<file path="config.mk">
export PLATFORM = sky130hd
export DESIGN_NAME = ntm_oneplus_top
export DESIGN_NICKNAME = d
export VERILOG_FILES = /design/src/common/ntm_state_pkg.sv /design/src/common/ntm_fixed_pkg.sv /design/src/design/ntm_oneplus_top.sv /design/src/oneplus/ntm_vector_oneplus_function.sv /design/src/oneplus/ntm_scalar_oneplus_function.sv /design/src/design/ntm_scalar_modular_reduce.sv /design/src/design/ntm_scalar_multiplier.sv
export SDC_FILE = /design/constraint.sdc
export NUM_CORES = 1
export LEC_CHECK = 0
export BUFFER_PORTS_ARGS = -buffer_cell sky130_fd_sc_hd__buf_4
export CORE_MARGIN = 8
export CORE_UTILIZATION = 35
export DETAILED_ROUTE_END_ITERATION = 7
export GPL_TIMING_DRIVEN = 1
export PLACE_DENSITY = 0.6
export SYNTH_ARGS = -nofsm -noshare
export SYNTH_HDL_FRONTEND = slang
export SYNTH_SLANG_ARGS = --single-unit
</file>
<file path="constraint.sdc">
create_clock -name CLK -period 5.5 [get_ports CLK]
set_clock_uncertainty 0.05 [all_clocks]
set_input_delay 1.1 -clock CLK [delete_from_list [all_inputs] [get_ports CLK]]
set_output_delay 1.1 -clock CLK [all_outputs]
set_load 0.02 [all_outputs]
</file>
<file path="src/common/ntm_state_pkg.sv">
/*
  State encodings of the oneplus sequencers and helper units
*/

package ntm_state_pkg;

  // Vector controller, one element in flight at a time
  typedef enum logic [1:0] {
    STARTER_STATE = 2'd0,
    INPUT_STATE   = 2'd1,
    ENDER_STATE   = 2'd2
  } vector_state_t;

  // Scalar oneplus sequencer
  typedef enum logic [2:0] {
    SCALAR_IDLE   = 3'd0,
    SCALAR_CLAMP  = 3'd1,
    SCALAR_SQUARE = 3'd2,
    SCALAR_SUM    = 3'd3,
    SCALAR_REDUCE = 3'd4
  } scalar_state_t;

  // Iterative multiplier and remainder unit
  typedef enum logic [1:0] {
    OP_IDLE = 2'd0,
    OP_RUN  = 2'd1,
    OP_DONE = 2'd2
  } op_state_t;

endpackage

</file>
<file path="src/common/ntm_fixed_pkg.sv">
/*
  Fixed-point constants for the oneplus datapath
  Values are plain integers, each module scales them to its own DATA_SIZE
*/

package ntm_fixed_pkg;

  ////////////////////////////////////////////////////////////
  // Number format
  ////////////////////////////////////////////////////////////

  // Fraction bits of every signed element
  localparam int FRAC_BITS = 8;

  // Extra right shift for the division by 16 in (x+B)^2/16
  localparam int CLAMP_SHIFT = 4;

  ////////////////////////////////////////////////////////////
  // Integer constants before scaling
  ////////////////////////////////////////////////////////////

  // Clamp bound B of the quadratic softplus approximation
  localparam int BOUND_INT = 4;

  // The constant one added by oneplus
  localparam int ONE_INT = 1;

endpackage
</file>
<file path="src/design/ntm_oneplus_top.sv">
/*
  Oneplus vector subsystem top, DATA_SIZE fixed here
  Elements are signed fixed point with 8 fraction bits
*/

`timescale 1ns/100ps

module ntm_oneplus_top #(
  parameter int DATA_SIZE = 16
) (
  // Global
  input  logic                 CLK,
  input  logic                 RST,

  // Control
  input  logic                 START,
  output logic                 READY,
  input  logic                 DATA_IN_ENABLE,
  output logic                 DATA_OUT_ENABLE,

  // Data
  input  logic [DATA_SIZE-1:0] MODULO_IN,
  input  logic [DATA_SIZE-1:0] SIZE_IN,
  input  logic [DATA_SIZE-1:0] DATA_IN,
  output logic [DATA_SIZE-1:0] DATA_OUT
);

  ////////////////////////////////////////////////////////////
  // Vector oneplus function
  ////////////////////////////////////////////////////////////

  ntm_vector_oneplus_function #(
    .DATA_SIZE(DATA_SIZE)
  ) vector_oneplus_function (
    .CLK            (CLK),
    .RST            (RST),
    .START          (START),
    .READY          (READY),
    .DATA_IN_ENABLE (DATA_IN_ENABLE),
    .DATA_OUT_ENABLE(DATA_OUT_ENABLE),
    .MODULO_IN      (MODULO_IN),
    .SIZE_IN        (SIZE_IN),
    .DATA_IN        (DATA_IN),
    .DATA_OUT       (DATA_OUT)
  );

endmodule

</file>
<file path="src/oneplus/ntm_vector_oneplus_function.sv">
/*
  Walks SIZE_IN elements through the scalar oneplus unit one at a time
  SIZE_IN must be at least 1 and stays stable with MODULO_IN for the whole vector
  The consumer must take every DATA_OUT_ENABLE pulse as there is no back-pressure
*/

`timescale 1ns/100ps

module ntm_vector_oneplus_function #(
  parameter int DATA_SIZE = 16
) (
  // Global
  input  logic                 CLK,
  input  logic                 RST,

  // Control
  input  logic                 START,
  output logic                 READY,
  input  logic                 DATA_IN_ENABLE,
  output logic                 DATA_OUT_ENABLE,

  // Data
  input  logic [DATA_SIZE-1:0] MODULO_IN,
  input  logic [DATA_SIZE-1:0] SIZE_IN,
  input  logic [DATA_SIZE-1:0] DATA_IN,
  output logic [DATA_SIZE-1:0] DATA_OUT
);

  ////////////////////////////////////////////////////////////
  // Signals
  ////////////////////////////////////////////////////////////

  // Controller FSM
  ntm_state_pkg::vector_state_t oneplus_ctrl_fsm_int;

  // Element index within the current vector
  logic [DATA_SIZE-1:0] index_loop;

  // Scalar unit handshake
  logic                 scalar_start;
  logic                 scalar_ready;

  // Latched operands for the scalar unit
  logic [DATA_SIZE-1:0] scalar_modulo;
  logic [DATA_SIZE-1:0] scalar_data_in;
  logic [DATA_SIZE-1:0] scalar_data_out;

  ////////////////////////////////////////////////////////////
  // Control FSM
  ////////////////////////////////////////////////////////////

  always_ff @(posedge CLK or posedge RST) begin
    if (RST) begin
      oneplus_ctrl_fsm_int <= ntm_state_pkg::STARTER_STATE;
      index_loop           <= '0;
      scalar_start         <= 1'b0;
      READY                <= 1'b0;
      DATA_OUT_ENABLE      <= 1'b0;
      DATA_OUT             <= '0;
    end else begin
      // Strobes last a single cycle
      scalar_start    <= 1'b0;
      READY           <= 1'b0;
      DATA_OUT_ENABLE <= 1'b0;

      case (oneplus_ctrl_fsm_int)
        ntm_state_pkg::STARTER_STATE: begin
          // New vector restarts the index
          if (START) begin
            index_loop           <= '0;
            oneplus_ctrl_fsm_int <= ntm_state_pkg::INPUT_STATE;
          end
        end

        ntm_state_pkg::INPUT_STATE: begin
          // Wait for the producer
          if (DATA_IN_ENABLE) begin
            scalar_start         <= 1'b1;
            oneplus_ctrl_fsm_int <= ntm_state_pkg::ENDER_STATE;
          end
        end

        ntm_state_pkg::ENDER_STATE: begin
          // Extra DATA_IN_ENABLE pulses here are dropped
          if (scalar_ready) begin
            DATA_OUT        <= scalar_data_out;
            DATA_OUT_ENABLE <= 1'b1;
            if (index_loop == SIZE_IN - DATA_SIZE'(1)) begin
              // READY rides with the DATA_OUT_ENABLE of the last element
              READY                <= 1'b1;
              oneplus_ctrl_fsm_int <= ntm_state_pkg::STARTER_STATE;
            end else begin
              index_loop           <= index_loop + DATA_SIZE'(1);
              oneplus_ctrl_fsm_int <= ntm_state_pkg::INPUT_STATE;
            end
          end
        end

        default: begin
          oneplus_ctrl_fsm_int <= ntm_state_pkg::STARTER_STATE;
        end
      endcase
    end
  end

  // Operand capture when the producer strobes
  always_ff @(posedge CLK) begin
    if (oneplus_ctrl_fsm_int == ntm_state_pkg::INPUT_STATE && DATA_IN_ENABLE) begin
      scalar_modulo  <= MODULO_IN;
      scalar_data_in <= DATA_IN;
    end
  end

  ////////////////////////////////////////////////////////////
  // Scalar oneplus unit
  ////////////////////////////////////////////////////////////

  ntm_scalar_oneplus_function #(
    .DATA_SIZE(DATA_SIZE)
  ) scalar_oneplus_function (
    .CLK      (CLK),
    .RST      (RST),
    .START    (scalar_start),
    .READY    (scalar_ready),
    .MODULO_IN(scalar_modulo),
    .DATA_IN  (scalar_data_in),
    .DATA_OUT (scalar_data_out)
  );

endmodule

</file>
<file path="src/oneplus/ntm_scalar_oneplus_function.sv">
/*
  Scalar oneplus with the quadratic softplus approximation
  Result ONE_FX + s wraps at DATA_SIZE bits before the modular reduction
  MODULO_IN of zero gives the unreduced sum
*/

`timescale 1ns/100ps

module ntm_scalar_oneplus_function #(
  parameter int DATA_SIZE = 16
) (
  input  logic                 CLK,
  input  logic                 RST,
  input  logic                 START,
  output logic                 READY,
  input  logic [DATA_SIZE-1:0] MODULO_IN,
  input  logic [DATA_SIZE-1:0] DATA_IN,
  output logic [DATA_SIZE-1:0] DATA_OUT
);

  ////////////////////////////////////////////////////////////
  // Constants scaled to DATA_SIZE
  ////////////////////////////////////////////////////////////

  localparam logic signed [DATA_SIZE-1:0] BOUND_FX =
    DATA_SIZE'(ntm_fixed_pkg::BOUND_INT <<< ntm_fixed_pkg::FRAC_BITS);
  localparam logic signed [DATA_SIZE-1:0] NEG_BOUND_FX = -BOUND_FX;
  localparam logic [DATA_SIZE-1:0] ONE_FX =
    DATA_SIZE'(ntm_fixed_pkg::ONE_INT << ntm_fixed_pkg::FRAC_BITS);

  // Rescale the square and divide by 16
  localparam int SQUARE_SHIFT = ntm_fixed_pkg::FRAC_BITS + ntm_fixed_pkg::CLAMP_SHIFT;

  ////////////////////////////////////////////////////////////
  // Signals
  ////////////////////////////////////////////////////////////

  ntm_state_pkg::scalar_state_t scalar_fsm;

  logic signed [DATA_SIZE-1:0]   x_reg;
  logic [DATA_SIZE-1:0]          modulo_reg;
  logic [DATA_SIZE-1:0]          soft_reg;
  logic [DATA_SIZE-1:0]          sum_reg;

  // Multiplier side, squares x + B
  logic                          mul_start;
  logic                          mul_ready;
  logic [DATA_SIZE-1:0]          mul_operand;
  logic [2*DATA_SIZE-1:0]        mul_product;

  // Reducer side
  logic                          red_start;
  logic                          red_ready;
  logic [DATA_SIZE-1:0]          red_out;

  ////////////////////////////////////////////////////////////
  // Sequencer
  ////////////////////////////////////////////////////////////

  always_ff @(posedge CLK or posedge RST) begin
    if (RST) begin
      scalar_fsm <= ntm_state_pkg::SCALAR_IDLE;
      mul_start  <= 1'b0;
      red_start  <= 1'b0;
      READY      <= 1'b0;
    end else begin
      mul_start <= 1'b0;
      red_start <= 1'b0;
      READY     <= 1'b0;

      case (scalar_fsm)
        ntm_state_pkg::SCALAR_IDLE: begin
          if (START) begin
            scalar_fsm <= ntm_state_pkg::SCALAR_CLAMP;
          end
        end

        ntm_state_pkg::SCALAR_CLAMP: begin
          // Saturated inputs skip the multiplier
          if (x_reg >= BOUND_FX || x_reg <= NEG_BOUND_FX) begin
            scalar_fsm <= ntm_state_pkg::SCALAR_SUM;
          end else begin
            mul_start  <= 1'b1;
            scalar_fsm <= ntm_state_pkg::SCALAR_SQUARE;
          end
        end

        ntm_state_pkg::SCALAR_SQUARE: begin
          if (mul_ready) begin
            scalar_fsm <= ntm_state_pkg::SCALAR_SUM;
          end
        end

        ntm_state_pkg::SCALAR_SUM: begin
          red_start  <= 1'b1;
          scalar_fsm <= ntm_state_pkg::SCALAR_REDUCE;
        end

        ntm_state_pkg::SCALAR_REDUCE: begin
          if (red_ready) begin
            READY      <= 1'b1;
            scalar_fsm <= ntm_state_pkg::SCALAR_IDLE;
          end
        end

        default: begin
          scalar_fsm <= ntm_state_pkg::SCALAR_IDLE;
        end
      endcase
    end
  end

  ////////////////////////////////////////////////////////////
  // Datapath
  ////////////////////////////////////////////////////////////

  always_ff @(posedge CLK) begin
    // Operand capture
    if (scalar_fsm == ntm_state_pkg::SCALAR_IDLE && START) begin
      x_reg      <= DATA_IN;
      modulo_reg <= MODULO_IN;
    end

    // Clamp branches, s = x above B and s = 0 below -B
    if (scalar_fsm == ntm_state_pkg::SCALAR_CLAMP) begin
      mul_operand <= DATA_SIZE'(x_reg + BOUND_FX);
      if (x_reg >= BOUND_FX) begin
        soft_reg <= x_reg;
      end else if (x_reg <= NEG_BOUND_FX) begin
        soft_reg <= '0;
      end
    end

    // Middle branch, (x + B)^2 >> (FRAC_BITS + 4)
    if (scalar_fsm == ntm_state_pkg::SCALAR_SQUARE && mul_ready) begin
      soft_reg <= DATA_SIZE'(mul_product >> SQUARE_SHIFT);
    end

    // oneplus = 1 + softplus, unsigned wrap
    if (scalar_fsm == ntm_state_pkg::SCALAR_SUM) begin
      sum_reg <= ONE_FX + soft_reg;
    end

    if (scalar_fsm == ntm_state_pkg::SCALAR_REDUCE && red_ready) begin
      DATA_OUT <= red_out;
    end
  end

  ////////////////////////////////////////////////////////////
  // Helper units
  ////////////////////////////////////////////////////////////

  ntm_scalar_multiplier #(
    .DATA_SIZE(DATA_SIZE)
  ) scalar_multiplier (
    .CLK         (CLK),
    .RST         (RST),
    .START       (mul_start),
    .READY       (mul_ready),
    .MULTIPLICAND(mul_operand),
    .MULTIPLIER  (mul_operand),
    .PRODUCT     (mul_product)
  );

  ntm_scalar_modular_reduce #(
    .DATA_SIZE(DATA_SIZE)
  ) scalar_modular_reduce (
    .CLK      (CLK),
    .RST      (RST),
    .START    (red_start),
    .READY    (red_ready),
    .MODULO_IN(modulo_reg),
    .DATA_IN  (sum_reg),
    .DATA_OUT (red_out)
  );

endmodule

</file>
<file path="src/design/ntm_scalar_modular_reduce.sv">
/*
  Restoring remainder DATA_IN mod MODULO_IN, one dividend bit per cycle
  Zero modulus passes DATA_IN through with READY one cycle after START
*/

`timescale 1ns/100ps

module ntm_scalar_modular_reduce #(
  parameter int DATA_SIZE = 16
) (
  input  logic                 CLK,
  input  logic                 RST,
  input  logic                 START,
  output logic                 READY,
  input  logic [DATA_SIZE-1:0] MODULO_IN,
  input  logic [DATA_SIZE-1:0] DATA_IN,
  output logic [DATA_SIZE-1:0] DATA_OUT
);

  localparam int CNT_W = $clog2(DATA_SIZE);

  ntm_state_pkg::op_state_t red_fsm;

  logic [CNT_W-1:0]     bit_count;
  logic [DATA_SIZE-1:0] dividend_reg;
  logic [DATA_SIZE-1:0] modulo_reg;

  // Partial remainder with the next dividend bit shifted in
  logic [DATA_SIZE:0]   rem_shift;

  assign rem_shift = {DATA_OUT, dividend_reg[DATA_SIZE-1]};

  always_ff @(posedge CLK or posedge RST) begin
    if (RST) begin
      red_fsm   <= ntm_state_pkg::OP_IDLE;
      bit_count <= '0;
      READY     <= 1'b0;
    end else begin
      READY <= 1'b0;
      case (red_fsm)
        ntm_state_pkg::OP_IDLE: begin
          if (START) begin
            bit_count <= '0;
            // Bypass when there is nothing to reduce by
            if (MODULO_IN == '0) begin
              READY   <= 1'b1;
              red_fsm <= ntm_state_pkg::OP_DONE;
            end else begin
              red_fsm <= ntm_state_pkg::OP_RUN;
            end
          end
        end
        ntm_state_pkg::OP_RUN: begin
          bit_count <= bit_count + CNT_W'(1);
          if (bit_count == CNT_W'(DATA_SIZE - 1)) begin
            READY   <= 1'b1;
            red_fsm <= ntm_state_pkg::OP_DONE;
          end
        end
        default: begin
          red_fsm <= ntm_state_pkg::OP_IDLE;
        end
      endcase
    end
  end

  // Remainder datapath, DATA_OUT doubles as the partial remainder
  always_ff @(posedge CLK) begin
    if (red_fsm == ntm_state_pkg::OP_IDLE && START) begin
      dividend_reg <= DATA_IN;
      modulo_reg   <= MODULO_IN;
      DATA_OUT     <= (MODULO_IN == '0) ? DATA_IN : '0;
    end else if (red_fsm == ntm_state_pkg::OP_RUN) begin
      dividend_reg <= dividend_reg << 1;
      // Restore unless the trial subtraction fits
      if (rem_shift >= {1'b0, modulo_reg}) begin
        DATA_OUT <= DATA_SIZE'(rem_shift - {1'b0, modulo_reg});
      end else begin
        DATA_OUT <= DATA_SIZE'(rem_shift);
      end
    end
  end

endmodule

</file>
<file path="src/design/ntm_scalar_multiplier.sv">
/*
  Unsigned shift-add multiplier, one multiplier bit per cycle
  READY pulses DATA_SIZE + 1 cycles after START, PRODUCT held until next START
*/

`timescale 1ns/100ps

module ntm_scalar_multiplier #(
  parameter int DATA_SIZE = 16
) (
  input  logic                   CLK,
  input  logic                   RST,
  input  logic                   START,
  output logic                   READY,
  input  logic [DATA_SIZE-1:0]   MULTIPLICAND,
  input  logic [DATA_SIZE-1:0]   MULTIPLIER,
  output logic [2*DATA_SIZE-1:0] PRODUCT
);

  localparam int CNT_W = $clog2(DATA_SIZE);

  ntm_state_pkg::op_state_t mul_fsm;

  logic [CNT_W-1:0]       bit_count;
  logic [2*DATA_SIZE-1:0] mcand_reg;
  logic [DATA_SIZE-1:0]   mplier_reg;

  // Sequencing and bit counter
  always_ff @(posedge CLK or posedge RST) begin
    if (RST) begin
      mul_fsm   <= ntm_state_pkg::OP_IDLE;
      bit_count <= '0;
      READY     <= 1'b0;
    end else begin
      READY <= 1'b0;
      case (mul_fsm)
        ntm_state_pkg::OP_IDLE: begin
          if (START) begin
            bit_count <= '0;
            mul_fsm   <= ntm_state_pkg::OP_RUN;
          end
        end
        ntm_state_pkg::OP_RUN: begin
          bit_count <= bit_count + CNT_W'(1);
          // Last step lands together with READY
          if (bit_count == CNT_W'(DATA_SIZE - 1)) begin
            READY   <= 1'b1;
            mul_fsm <= ntm_state_pkg::OP_DONE;
          end
        end
        default: begin
          mul_fsm <= ntm_state_pkg::OP_IDLE;
        end
      endcase
    end
  end

  // Shift-add datapath
  always_ff @(posedge CLK) begin
    if (mul_fsm == ntm_state_pkg::OP_IDLE && START) begin
      mcand_reg  <= {{DATA_SIZE{1'b0}}, MULTIPLICAND};
      mplier_reg <= MULTIPLIER;
      PRODUCT    <= '0;
    end else if (mul_fsm == ntm_state_pkg::OP_RUN) begin
      if (mplier_reg[0]) begin
        PRODUCT <= PRODUCT + mcand_reg;
      end
      mcand_reg  <= mcand_reg << 1;
      mplier_reg <= mplier_reg >> 1;
    end
  end

endmodule

</file>
**Word-level counts from Yosys, hierarchy flattened**

Index checks and enable logic that the tools add are counted.

- Input bits: 52
- Flip-flop bits (word level): 313
- Word-level logic and storage cells: 150

- Add/sub/neg operators: 8
- $lt $le $gt $ge: 3
- Mux-type cells: 57
- Equality and inequality tests: 22
- Reduce and logical (&&, ||, !) cells: 29

Operator list:

| kind | count |
|---|---|
| $mux 16 | 17 |
| $add 32x32->32 | 1 |
| $pmux 16 s2 | 1 |
| $mux 1 | 19 |
| $ge 17x16->1 | 1 |
| $add 16x1->16 const B | 1 |
| $add 16x12->16 const B | 1 |
| $add 9x16->16 const A | 1 |
| $eq 16x16->1 | 1 |
| $ge 16x12->1 const B | 1 |
| $le 16x11->1 const B | 1 |
| $logic_not 16->1 | 1 |
| $mux 2 | 8 |
| $pmux 4 s2 | 2 |
| $sub 16x1->16 const B | 1 |
| $sub 16x16->16 | 1 |
| $pmux 3 s5 | 1 |
| $reduce_and 2->1 | 7 |
| $ne 2x2->1 const B | 6 |
| $reduce_bool 2->1 | 6 |
| $ne 2x1->1 const B | 5 |
| $mux 3 | 3 |
| $add 4x1->4 const B | 2 |
| $eq 4x4->1 const B | 2 |
| 16 further kinds | 29 |

**Longest topological paths before layout**

Gate-level depths: netlist of the first run.

- Depth after elaboration: 5
- Depth in mapped cells: 12

**Hierarchy**

A second synthesis of the first run with hierarchy kept.

- Cell total of the unflattened synthesis: 1385
- Area total of the unflattened synthesis: 14898.0 um2

Modules (own cells, without submodules):

| module | cells each | seq. area each (um2) | area each (um2) | times used |
|---|---|---|---|---|
| ntm_scalar_multiplier | 561 | 2097.0 | 4774.6 | 1 |
| ntm_scalar_oneplus_function | 216 | 3032.9 | 3723.6 | 1 |
| ntm_vector_oneplus_function | 292 | 1886.8 | 3215.6 | 1 |
| ntm_scalar_modular_reduce | 316 | 1616.6 | 3184.3 | 1 |

**Worst setup path before layout of the first run**

OpenSTA, ideal clock, no wires.

- Kind: reg2reg
- From: reg vector_oneplus_function.scalar_oneplus_function.scalar_fsm[2]
- To: reg vector_oneplus_function.scalar_oneplus_function.modulo_reg[0], enable pin
- Cell stages (with the launch flop): 3
- Data arrival time: 3.946 ns
- Setup slack: 0.991 ns
- Required time: 4.937 ns
- Buffers on the path: 1
- Library setup time: 0.513 ns
- Clock period less this slack: 4.509 ns
- Cells stage by stage: dfrtp_1 > clkbuf_1 > nor4b_1

- Word-level cells in the longest chain between the ends: 2

RTL lines:

| element | RTL line | RTL |
|---|---|---|
| from (decl) | ntm_scalar_oneplus_function.sv:38 | `ntm_state_pkg::scalar_state_t scalar_fsm;` |
| from (signal assigned) | ntm_scalar_oneplus_function.sv:62 | `scalar_fsm <= ntm_state_pkg::SCALAR_IDLE;` |
| from (signal assigned) | ntm_scalar_oneplus_function.sv:74 | `scalar_fsm <= ntm_state_pkg::SCALAR_CLAMP;` |
| from (signal assigned) | ntm_scalar_oneplus_function.sv:81 | `scalar_fsm <= ntm_state_pkg::SCALAR_SUM;` |
| $logic_not 3->1 | ntm_scalar_oneplus_function.sv:119 | `if (scalar_fsm == ntm_state_pkg::SCALAR_IDLE && START) begin` |
| $logic_and 1x1->1 | ntm_scalar_oneplus_function.sv:119 |  |
| to (signal assigned) | ntm_scalar_oneplus_function.sv:121 | `modulo_reg <= MODULO_IN;` |
| to (decl) | ntm_scalar_oneplus_function.sv:41 | `logic [DATA_SIZE-1:0] modulo_reg;` |

No other way between the ends.
A chain may end at the register's enable or synchronous reset.

**Final worst setup path of the first run**

- From: in SIZE_IN[0]
- To: reg vector_oneplus_function.index_loop[10]

- Word-level cells in the longest chain between the ends: 4

RTL lines:

| element | RTL line | RTL |
|---|---|---|
| from (decl) | ntm_oneplus_top.sv:23 | `input logic [DATA_SIZE-1:0] SIZE_IN,` |
| $sub 16x1->16 | ntm_vector_oneplus_function.sv:88 | `if (index_loop == SIZE_IN - DATA_SIZE'(1)) begin` |
| $eq 16x16->1 | ntm_vector_oneplus_function.sv:88 |  |
| $ne 2x2->1 (no source line) | n/a |  |
| $reduce_and 4->1 (no source line) | n/a |  |
| to (signal assigned) | ntm_vector_oneplus_function.sv:93 | `index_loop <= index_loop + DATA_SIZE'(1);` |
| to (decl) | ntm_vector_oneplus_function.sv:37 | `logic [DATA_SIZE-1:0] index_loop;` |

No other way between the ends.

==> flow_metrics.env, run 1 <==
export IMPL_status="complete, no violations"
export IMPL_die_area_um2=47200
export IMPL_ys_seq_area_share_pct=59.8
export IMPL_power_leakage_nw=6.54
export IMPL_gp_congestion=0.832
export IMPL_synth_top_area_share_pct=44.1
export IMPL_ios=70
export IMPL_ys_async_sr_fraction_pct=18.7
export IMPL_htreeDepth=2
export IMPL_final_nets=1426
export IMPL_core_area_um2=39800
export IMPL_grt_overflow=0
export IMPL_io_buffers=69
export IMPL_critPathArrivalTime_ns=3.92
export IMPL_peakVddDrop_v=0.000264
export IMPL_finalCriticalPeriod_ns=3.60
export IMPL_diodes=0
export IMPL_synth_seq_cells=305
export IMPL_cts_buffers_inserted=34
export IMPL_yosysTopAreaCell="edfxtp_1"
export IMPL_placed_cells=1810
export IMPL_cts_hold_buf=0
export IMPL_drv_slew=0
export IMPL_startpoint_type="input port"
export IMPL_slew_limit_headroom_pct=31.7
export IMPL_synth_flop_cell="edfxtp_1"
export IMPL_worstSetupPathType="in2reg"
export IMPL_drcViolationCount=0
export IMPL_area_growth_pct=15.9
export IMPL_grt_max_degree=58
export IMPL_cap_violations=0
export IMPL_grt_pass1_vias=9126
export IMPL_clkSlewWorstSetupHoldPaths_ns=0.06
export IMPL_ant_nets=0
export IMPL_syn_nets=1349
export IMPL_start_util_pct=35.6
export IMPL_cts_buffer_depth=3
export IMPL_clkLatencyLatePin_ns=0.52
export IMPL_synth_edff_count=208
export IMPL_synth_area_leaders="edfxtp_1, dfrtp_1, nand2_1"
export IMPL_final_instance_count_excl_fill=1871
export IMPL_antenna_found_initial=0
export IMPL_cts_root_buf="clkbuf_16"
export IMPL_place_hpwl_um=21400
export IMPL_max_freq_mhz=278
export IMPL_ys_warn_count=0
export IMPL_synth_cell_type_count=73
export IMPL_drt_iter0_markers=696
export IMPL_fp_dieH_um=217
export IMPL_post_cts_buffers=0
export IMPL_layout_drive_gt1_share_pct=13.3
export IMPL_grt_pass1_wl_um=49100
export IMPL_setup_viol=0
export IMPL_rsz0062_at_grt="false"
export IMPL_fin_crit_sh_pct=65.5
export IMPL_endpoint_kind="register"
export IMPL_grt_usage_pct=12.6
export IMPL_synth_cells=1244
export IMPL_first_pass_iters=5
export IMPL_num_vias=9540
export IMPL_fp_dieW_um=217
export IMPL_finalSetupTns_ns=0
export IMPL_synth_avg_cell_area_um2=11.4
export IMPL_cts_tree="built"
export IMPL_crit_required_ns=5.82
export IMPL_syn_area_um2=14200
export IMPL_finalHoldViolCount=0
export IMPL_wl_per_cell_um=16.1
export IMPL_cts_repair_resized=0
export IMPL_fp_row_count=73
export IMPL_p_per_area_nw_per_um2=504
export IMPL_cp_max_fo=8
export IMPL_cts_sinks=305
export IMPL_worstMarginPinSlew_ns=1.02
export IMPL_vias_per_cell=5.10
export IMPL_hp_class="reg2reg"
export IMPL_route_final_wire_length_um=30100
cells in the final DEF (no fill, tap or decap), types with 35 or more instances in the layout:
cell type and instances:
xnor2_1 38, a21oi_1 79, buf_4 84, dfxtp_1 40, clkbuf_16 35, nor2_1 49, inv_1 38, ha_1 51
nand3_1 36, o21ai_0 49, dfrtp_1 57, nand2_1 240, edfxtp_1 208
worst max-delay path: stages:
cell	delay, ns
buf_4	0.13
inv_1	0.05
ha_1	0.30
or4b_4	0.55
a311o_1	0.33
o21ai_0	0.23
o2111ai_1	0.13
or3_1	0.51
o2111ai_4	0.36
or3_1	0.18
a21oi_2	0.05
final timing paths:
kind                                                                     from                                                 end  slack [ns]  cells after the start
setup / recovery                                                   SIZE_IN[0]  vector_oneplus_function.index_loop[10]$_DFFE_PP0P_        1.90                     11
hold / removal             vector_oneplus_function.scalar_modulo[3]$_DFFE_PP_                                            register        0.36                      0
setup reg to reg                                                     register                                            register        2.06                     10
hold reg to reg            vector_oneplus_function.scalar_modulo[3]$_DFFE_PP_                                            register        0.36                      0
max in group asynchronous                                                 RST                                           async pin        4.12                      3
min in group asynchronous                                                 RST   vector_oneplus_function.index_loop[6]$_DFFE_PP0P_        0.78                      3
kinds of logic (layout without fill, tap and decap cells):
kind of cell / count (synthesis) / in the layout / share of synthesized area (%)
compound gates: 248 / 248 / 11.4
xor+xnor: 58 / 58 / 3.59
fa+ha+maj: 53 / 53 / 4.79
buf+inv: 82 / 184 / 2.38
flops: 305 / 305 / 59.8
mux: 34 / 34 / 2.56
simple gates: 464 / 464 / 15.5
cells in the mapped netlist, types with 3 or more instances:
| cell | n |
|---|---|
| nand2_1 | 240 |
| edfxtp_1 | 208 |
| a21oi_1 | 79 |
| dfrtp_1 | 57 |
| ha_1 | 51 |
| nor2_1 | 50 |
| o21ai_0 | 49 |
| dfxtp_1 | 40 |
| inv_1 | 39 |
| xnor2_1 | 38 |
| nand3_1 | 36 |
| clkbuf_1 | 31 |
| nor3_1 | 21 |
| xor2_1 | 20 |
| mux2_2 | 18 |
| a21o_1 | 17 |
| mux2i_1 | 16 |
| nand2b_1 | 16 |
| a31oi_1 | 14 |
| and3_1 | 13 |
| a22o_1 | 12 |
| nand4_1 | 11 |
| nor4_1 | 11 |
| o211ai_1 | 11 |
| nor3b_1 | 10 |
| or3_1 | 10 |
| or4_1 | 10 |
| nor2b_1 | 8 |
| o21a_1 | 8 |
| and2_1 | 7 |
| o22ai_1 | 7 |
| o31ai_1 | 7 |
| a211oi_1 | 6 |
| a311o_1 | 5 |
| and4_1 | 5 |
| buf_1 | 5 |
| nor4b_1 | 4 |
| a31o_2 | 3 |
| o2111ai_1 | 3 |
| or2_2 | 3 |
stage by stage:
step                      power (mW)  util (%)  cell area (µm²)  hold WS (ns)  setup WS, ns
after global routing            8.79      41.2            16400         0.372          1.78
final                           8.28      41.2            16400         0.361          1.90
after CTS                       8.34      41.2            16400         0.364          1.93
after floorplan                 5.40         -            14200         0.350         0.991
after global placement          5.97      38.4            15300         0.351          1.48
after detailed placement        6.04      38.4            15300         0.355          1.40
metal layers:
metal	vias up	global-route usage, %	wire [µm]	share of wire [%]
li1	4715	-	-	-
met4	0	3.13	573	1.9
met2	224	18.9	13100	43
met3	48	2.68	1720	5.7
met5	-	0	0	0
met1	4553	18.2	14700	49
power by group:
part / internal (mW) / switching, mW
Combinational: 1.00 / 1.42
Clock: 1.37 / 0.907
Sequential: 3.21 / 0.369
cell type report:
type                            count  area, µm²
Timing Repair Buffer               84        631
Fill cell                        3810      23400
Inverter                           39        146
Clock inverter                     15        168
Multi-Input combinational cell    857       5390
Sequential cell                   305       8470
Tap cell                          525        657
Clock buffer                       46        957
No activity file was read; power rests on OpenSTA's default activity.
==> inputs of run 2 (changes only) <==
Settings changed: ABC_AREA from default to 1.
Clock period 5.5 ns to 3.5 ns, I/O delays scaled along.
==> run 2 against run 1 <==
Net effect: core utilization shrank 0.65 points; routed wire length increased by 15%; critical path depth up 2; combinational power grew to 2.5 times the previous value; design area up 5.7%; synthesized cell count is 33% higher; hold slack worse by 0.059 ns; cell count is 24% higher; synthesized area grew 6.4%; clock power rose by 56%; register-to-register slack lost 1.3 ns.
==> flow_metrics.env, run 2 <==
export IMPL_synth_cell_type_count=45
export IMPL_fin_total_pwr_mw=15.7
export IMPL_ios=70
export IMPL_finalCriticalPeriod_ns=2.76
export IMPL_worstMarginPinSlew_ns=1.04
export IMPL_first_pass_iters=5
export IMPL_crit_chain="ha_1 -> inv_1 -> o21bai_1 -> nor2_1 -> nand2_1 -> nand3_1 -> nand2_1 -> nand2_1 -> nand2_1 -> buf_4 -> nand3_1 -> nand3_1 -> o21ai_0"
export IMPL_start_util_pct=35.2
export IMPL_crit_family="simple AND/OR/NAND/NOR gates"
export IMPL_post_cts_buffers=0
export IMPL_drt_iter0_markers=858
export IMPL_route_final_wire_length_um=34600
export IMPL_wl_per_cell_um=14.9
export IMPL_multi_input_area_um2=5710
export IMPL_synth_cells=1660
export IMPL_grt_max_degree=47
export IMPL_yosysTopAreaCell="edfxtp_1"
export IMPL_worstSetupPathType="reg2reg"
export IMPL_gp_congestion=0.914
export IMPL_vias_per_cell=4.85
export IMPL_synth_edff_count=208
export IMPL_area_growth_pct=15.2
export IMPL_core_area_um2=42800
export IMPL_fin_util_pct=40.6
export IMPL_grt_pass1_vias=10819
export IMPL_path_buf_inv=2
export IMPL_synth_flop_cell="edfxtp_1"
export IMPL_ys_async_sr_fraction_pct=18.7
export IMPL_dpl_instance_area_um2=16300
export IMPL_cts_buffers_inserted=34
export IMPL_endpoint_kind="register"
export IMPL_io_buffers=69
export IMPL_cts_buffer_depth=3
export IMPL_layout_commonest_cell="nand2_1"
export IMPL_fill_cells=4185
export IMPL_finalSetupTns_ns=0
export IMPL_fin_crit_sh_pct=78.9
export IMPL_top_layer_used="met4"
export IMPL_fp_dieW_um=223
export IMPL_cts_tree="built"
export IMPL_fp_row_count=76
export IMPL_reg2reg_slack_ns=0.74
export IMPL_slew_limit_headroom_pct=30.5
export IMPL_diodes=0
export IMPL_startpoint_type="register"
export IMPL_max_freq_mhz=362
export IMPL_clkSlewWorstSetupHoldPaths_ns=0.06
export IMPL_finalHoldViolCount=0
export IMPL_cp_max_fo=29
export IMPL_synth_area_leaders="edfxtp_1, nand2_1, dfrtp_1"
export IMPL_setup_viol=0
export IMPL_layout_drive_gt1_share_pct=9.22
export IMPL_wl_met1_um=16400
export IMPL_synth_most_common_cell="nand2_1"
export IMPL_slowest_stage="edfxtp_1"
export IMPL_htreeDepth=2
export IMPL_ys_seq_area_share_pct=56.2
export IMPL_cts_hold_buf=0
export IMPL_grt_overflow=0
export IMPL_drcViolationCount=0
export IMPL_critPathArrivalTime_ns=2.96
export IMPL_syn_nets=1765
export IMPL_final_cell_mix="nand2_1, edfxtp_1, inv_1, nor2_1, nand3_1"
export IMPL_place_hpwl_um=25700
export IMPL_synth_seq_cells=305
export IMPL_regArea_um2=8470
export IMPL_grt_usage_pct=13.7
export IMPL_drv_slew=0
export IMPL_routed_wl_met2_um=15600
export IMPL_final_nets=1849
export IMPL_crit_required_ns=3.70
export IMPL_fp_dieH_um=223
export IMPL_hp_class="in2reg"
export IMPL_cap_violations=0
export IMPL_grt_pass1_wl_um=56300
export IMPL_cp_common_cell="nand2_1"
export IMPL_placed_cells=2254
export IMPL_p_per_area_nw_per_um2=902
export IMPL_cts_root_buf="clkbuf_16"
export IMPL_rsz0062_at_grt="false"
export IMPL_synth_top_area_share_pct=41.5
export IMPL_wl_met3_um=1860
export IMPL_num_vias=11234
export IMPL_status="complete, no violations"
export IMPL_antenna_found_initial=0
export IMPL_clkLatencyLatePin_ns=0.52
export IMPL_ys_warn_count=0
export IMPL_synth_avg_cell_area_um2=9.08
export IMPL_syn_area_um2=15100
export IMPL_cts_repair_resized=0
export IMPL_synth_common_cells="nand2_1, edfxtp_1, inv_1, nor2_1, nand3_1"
export IMPL_cts_sinks=305
export IMPL_slowest_delay_ns=0.49
export IMPL_power_leakage_nw=7.76
export IMPL_design_area_um2=17400
export IMPL_peakVddDrop_v=0.000417
export IMPL_ant_nets=0
export IMPL_final_instance_count_excl_fill=2314
export IMPL_die_area_um2=49900
==> run 2: area by class of cell <==
type | count | share of cell area (%)
inverters | 194 | 4.19
clock buffers | 45 | 5.32
repair buffers | 88 | 3.81
clock inverters | 15 | 1.05
flip-flops and latches | 305 | 48.8
well taps | 546 | 3.94
multi-input cells | 1121 | 32.9
==> run 2: final timing paths <==
| kind | depth (start not counted) | startpoint | to |
|---|---|---|---|
| max in group asynchronous | 3 | RST | async pin |
| min in group asynchronous | 2 | RST | vector_oneplus_function.index_loop[3]$_DFFE_PP0P_ |
| hold reg to reg | 0 | vector_oneplus_function.scalar_data_in[6]$_DFFE_PP_ | register |
| setup reg to reg | 13 | register | register |
| hold / removal | 1 | DATA_IN[5] | vector_oneplus_function.scalar_data_in[5]$_DFFE_PP_ |
| setup / recovery | 13 | register | register |
==> run 2: per-stage QoR <==
| stage | hold slack (ns) | worst slack (ns) |
|---|---|---|
| after floorplan | 0.350 | 0.787 |
| after global placement | 0.351 | 0.657 |
| after detailed placement | 0.355 | 0.621 |
| after CTS | 0.278 | 0.741 |
| after global routing | 0.282 | 0.486 |
| final | 0.302 | 0.738 |
==> run 2: power breakdown <==
group          internal [mW]  switching, mW
Combinational           2.11           4.02
Sequential              5.28          0.691
Clock                   2.16           1.41
Total                   9.54           6.11
==> run 2: logic make-up after synthesis <==
family	count (synthesis)	synth area share, %
XOR/XNOR	52	3.07
flip-flops	305	56.2
AND/OR/NAND/NOR	816	22.8
adder cells (fa/ha/maj)	53	4.50
multiplexers	1	0.0664
buffers and inverters	234	6.01
AO/OA/AOI/OAI	199	7.35
==> run 2: worst reg2reg max path: stages, from the launching register on <==
cell and delay (ns):
edfxtp_1 0.49, ha_1 0.41, inv_1 0.09, o21bai_1 0.22
nor2_1 0.08, nand2_1 0.13, nand3_1 0.11, nand2_1 0.07
nand2_1 0.10, nand2_1 0.08, buf_4 0.29, nand3_1 0.20
nand3_1 0.12, o21ai_0 0.08
==> run 2: routing by layer <==
metal | global-route usage, % | up-vias
met2 | 21.6 | 220
met4 | 3.46 | 0
met1 | 19.1 | 5317
met3 | 2.71 | 43
met5 | 0 | -
li1 | - | 5654
==> inputs of run 3 (changes only) <==
Settings changed: PLACE_DENSITY 0.6 to 0.62.
Clock period 3.5 ns to 2.5 ns, I/O delays scaled along.
==> run 3 against run 2 <==
Net effect: core utilization increased by 0.74 points; clock power increased by 35%; largest cell class unchanged; register-to-register slack got worse by 0.58 ns; via count increased by 0.46%; sequential cell count unchanged; clock-buffer cell count decreased by 6; cell count increased by 1.3%; die area unchanged; sequential share of layout area decreased by 0.88 points; critical path depth decreased by 3; maximum frequency increased by 18%.
==> flow_metrics.env, run 3 (synthesis results as in run 2) <==
export IMPL_setup_viol=0
export IMPL_crit_chain="ha_1 -> fa_1 -> nor2_1 -> nor2_1 -> o21bai_1 -> nand2_1 -> nand3_1 -> nand3_1 -> nand3_1 -> o21ai_0"
export IMPL_worstMarginPinSlew_ns=0.597
export IMPL_fin_crit_sh_pct=93.6
export IMPL_layout_commonest_cell="nand2_1"
export IMPL_grt_overflow=0
export IMPL_critPathArrivalTime_ns=2.55
export IMPL_vias_per_cell=4.82
export IMPL_slowest_delay_ns=0.41
export IMPL_cts_buffers_inserted=35
export IMPL_cp_depth=10
export IMPL_cts_buffer_depth=3
export IMPL_area_growth_pct=17.3
export IMPL_clkLatencyLatePin_ns=0.52
export IMPL_slowest_stage="edfxtp_1"
export IMPL_cts_root_buf="clkbuf_16"
export IMPL_place_hpwl_um=25900
export IMPL_start_util_pct=35.2
export IMPL_grt_pass1_vias=10831
export IMPL_ios=70
export IMPL_grt_max_degree=61
export IMPL_final_cell_mix="nand2_1, edfxtp_1, inv_1, nor2_1, nand3_1"
export IMPL_die_area_um2=49900
export IMPL_wl_per_cell_um=14.7
export IMPL_io_buffers=69
export IMPL_drcViolationCount=0
export IMPL_num_vias=11286
export IMPL_fp_row_count=76
export IMPL_status="complete, no violations"
export IMPL_power_leakage_nw=7.88
export IMPL_grt_usage_pct=13.6
export IMPL_finalCriticalPeriod_ns=2.34
export IMPL_max_freq_mhz=427
export IMPL_cp_common_cell="nand3_1"
export IMPL_crit_family="adder cells"
export IMPL_cts_tree="built"
export IMPL_multi_input_area_um2=5840
export IMPL_grt_pass1_wl_um=55500
export IMPL_worstSetupPathType="reg2reg"
export IMPL_drv_slew=0
export IMPL_drt_iter0_markers=702
export IMPL_core_area_um2=42800
export IMPL_crit_required_ns=2.70
export IMPL_cp_max_fo=4
export IMPL_p_per_area_nw_per_um2=1260
export IMPL_fin_total_pwr_mw=22.3
export IMPL_finalSetupTns_ns=0
export IMPL_placed_cells=2278
export IMPL_finalHoldViolCount=0
export IMPL_cap_violations=0
export IMPL_fp_dieH_um=223
export IMPL_htreeDepth=2
export IMPL_regArea_um2=8470
export IMPL_ant_nets=0
export IMPL_r2r_cells=10
export IMPL_hold_path_depth=1
export IMPL_route_final_wire_length_um=34500
export IMPL_slew_limit_headroom_pct=60.2
export IMPL_fp_dieW_um=223
export IMPL_peakVddDrop_v=0.000670
export IMPL_path_buf_inv=0
export IMPL_layout_drive_gt1_share_pct=11.6
export IMPL_gp_congestion=0.880
export IMPL_startpoint_type="register"
export IMPL_hp_class="in2reg"
export IMPL_clkSlewWorstSetupHoldPaths_ns=0.06
export IMPL_fill_cells=4231
export IMPL_antenna_found_initial=0
export IMPL_first_pass_iters=5
export IMPL_final_nets=1876
export IMPL_final_instance_count_excl_fill=2343
export IMPL_endpoint_kind="register"
export IMPL_cts_sinks=305
-- run 3: cell count changes in the layout (fill, tap and decap cells not counted), moves of 3 or more --
cell and change:
buf_4 +24, ha_1 -9, ha_4 +7, clkbuf_1 -5, clkinv_1 +4, clkinv_2 +3
-- run 3: final cells by class --
cell class,instances,area share (%)
Timing Repair Buffer,114,4.93
Antenna cell,1,0.0142
Multi-Input combinational cell,1121,33.0
Inverter,194,4.12
Tap cell,546,3.86
Clock buffer,39,5.04
Clock inverter,23,1.08
Sequential cell,305,47.9
-- run 3: metal layers --
layer / global-route usage [%] / part of all wire (%) / routed length, µm / up-vias
li1: - / - / - / 5712
met2: 21.3 / 44 / 15300 / 260
met5: 0 / 0 / 0 / -
met4: 4.29 / 2.8 / 954 / 0
met1: 18.6 / 48 / 16400 / 5254
met3: 2.65 / 5.2 / 1800 / 60
-- run 3: through the flow --
step	instance area, µm²	setup WS (ns)	utilization [%]	hold slack (ns)
floorplan	15100	0.0606	-	0.350
global route	17700	-0.00751	41.3	0.0794
detailed placement	16500	0.0691	38.5	0.355
finish	17700	0.159	41.3	0.101
global placement	16500	0.0980	38.5	0.350
CTS	17500	0.0836	41.0	0.0698
-- run 3: repair_timing --
item                                    CTS  global route
endpoints found under the setup margin    0            33
setup buffers                             0             1
hold endpoints to repair                 18             0
hold buffers                              1             0
gates resized for setup                   0            23
-- run 3: path summary, 6_finish.rpt --
kind	end	startpoint	slack [ns]
hold reg to reg	register	vector_oneplus_function.scalar_data_in[2]$_DFFE_PP_	0.37
max in group asynchronous	vector_oneplus_function.DATA_OUT[7]$_DFFE_PP0P_	RST	1.26
hold / removal	vector_oneplus_function.scalar_data_in[0]$_DFFE_PP_	DATA_IN[0]	0.10
setup / recovery	register	register	0.16
min in group asynchronous	vector_oneplus_function.index_loop[8]$_DFFE_PP0P_	RST	0.51
setup reg to reg	register	register	0.16
-- run 3: power by group --
part           total, mW  switching [mW]  internal, mW
combinational       9.09            5.73          3.36
sequential          8.35           0.958          7.39
clock               4.82            2.02          2.79
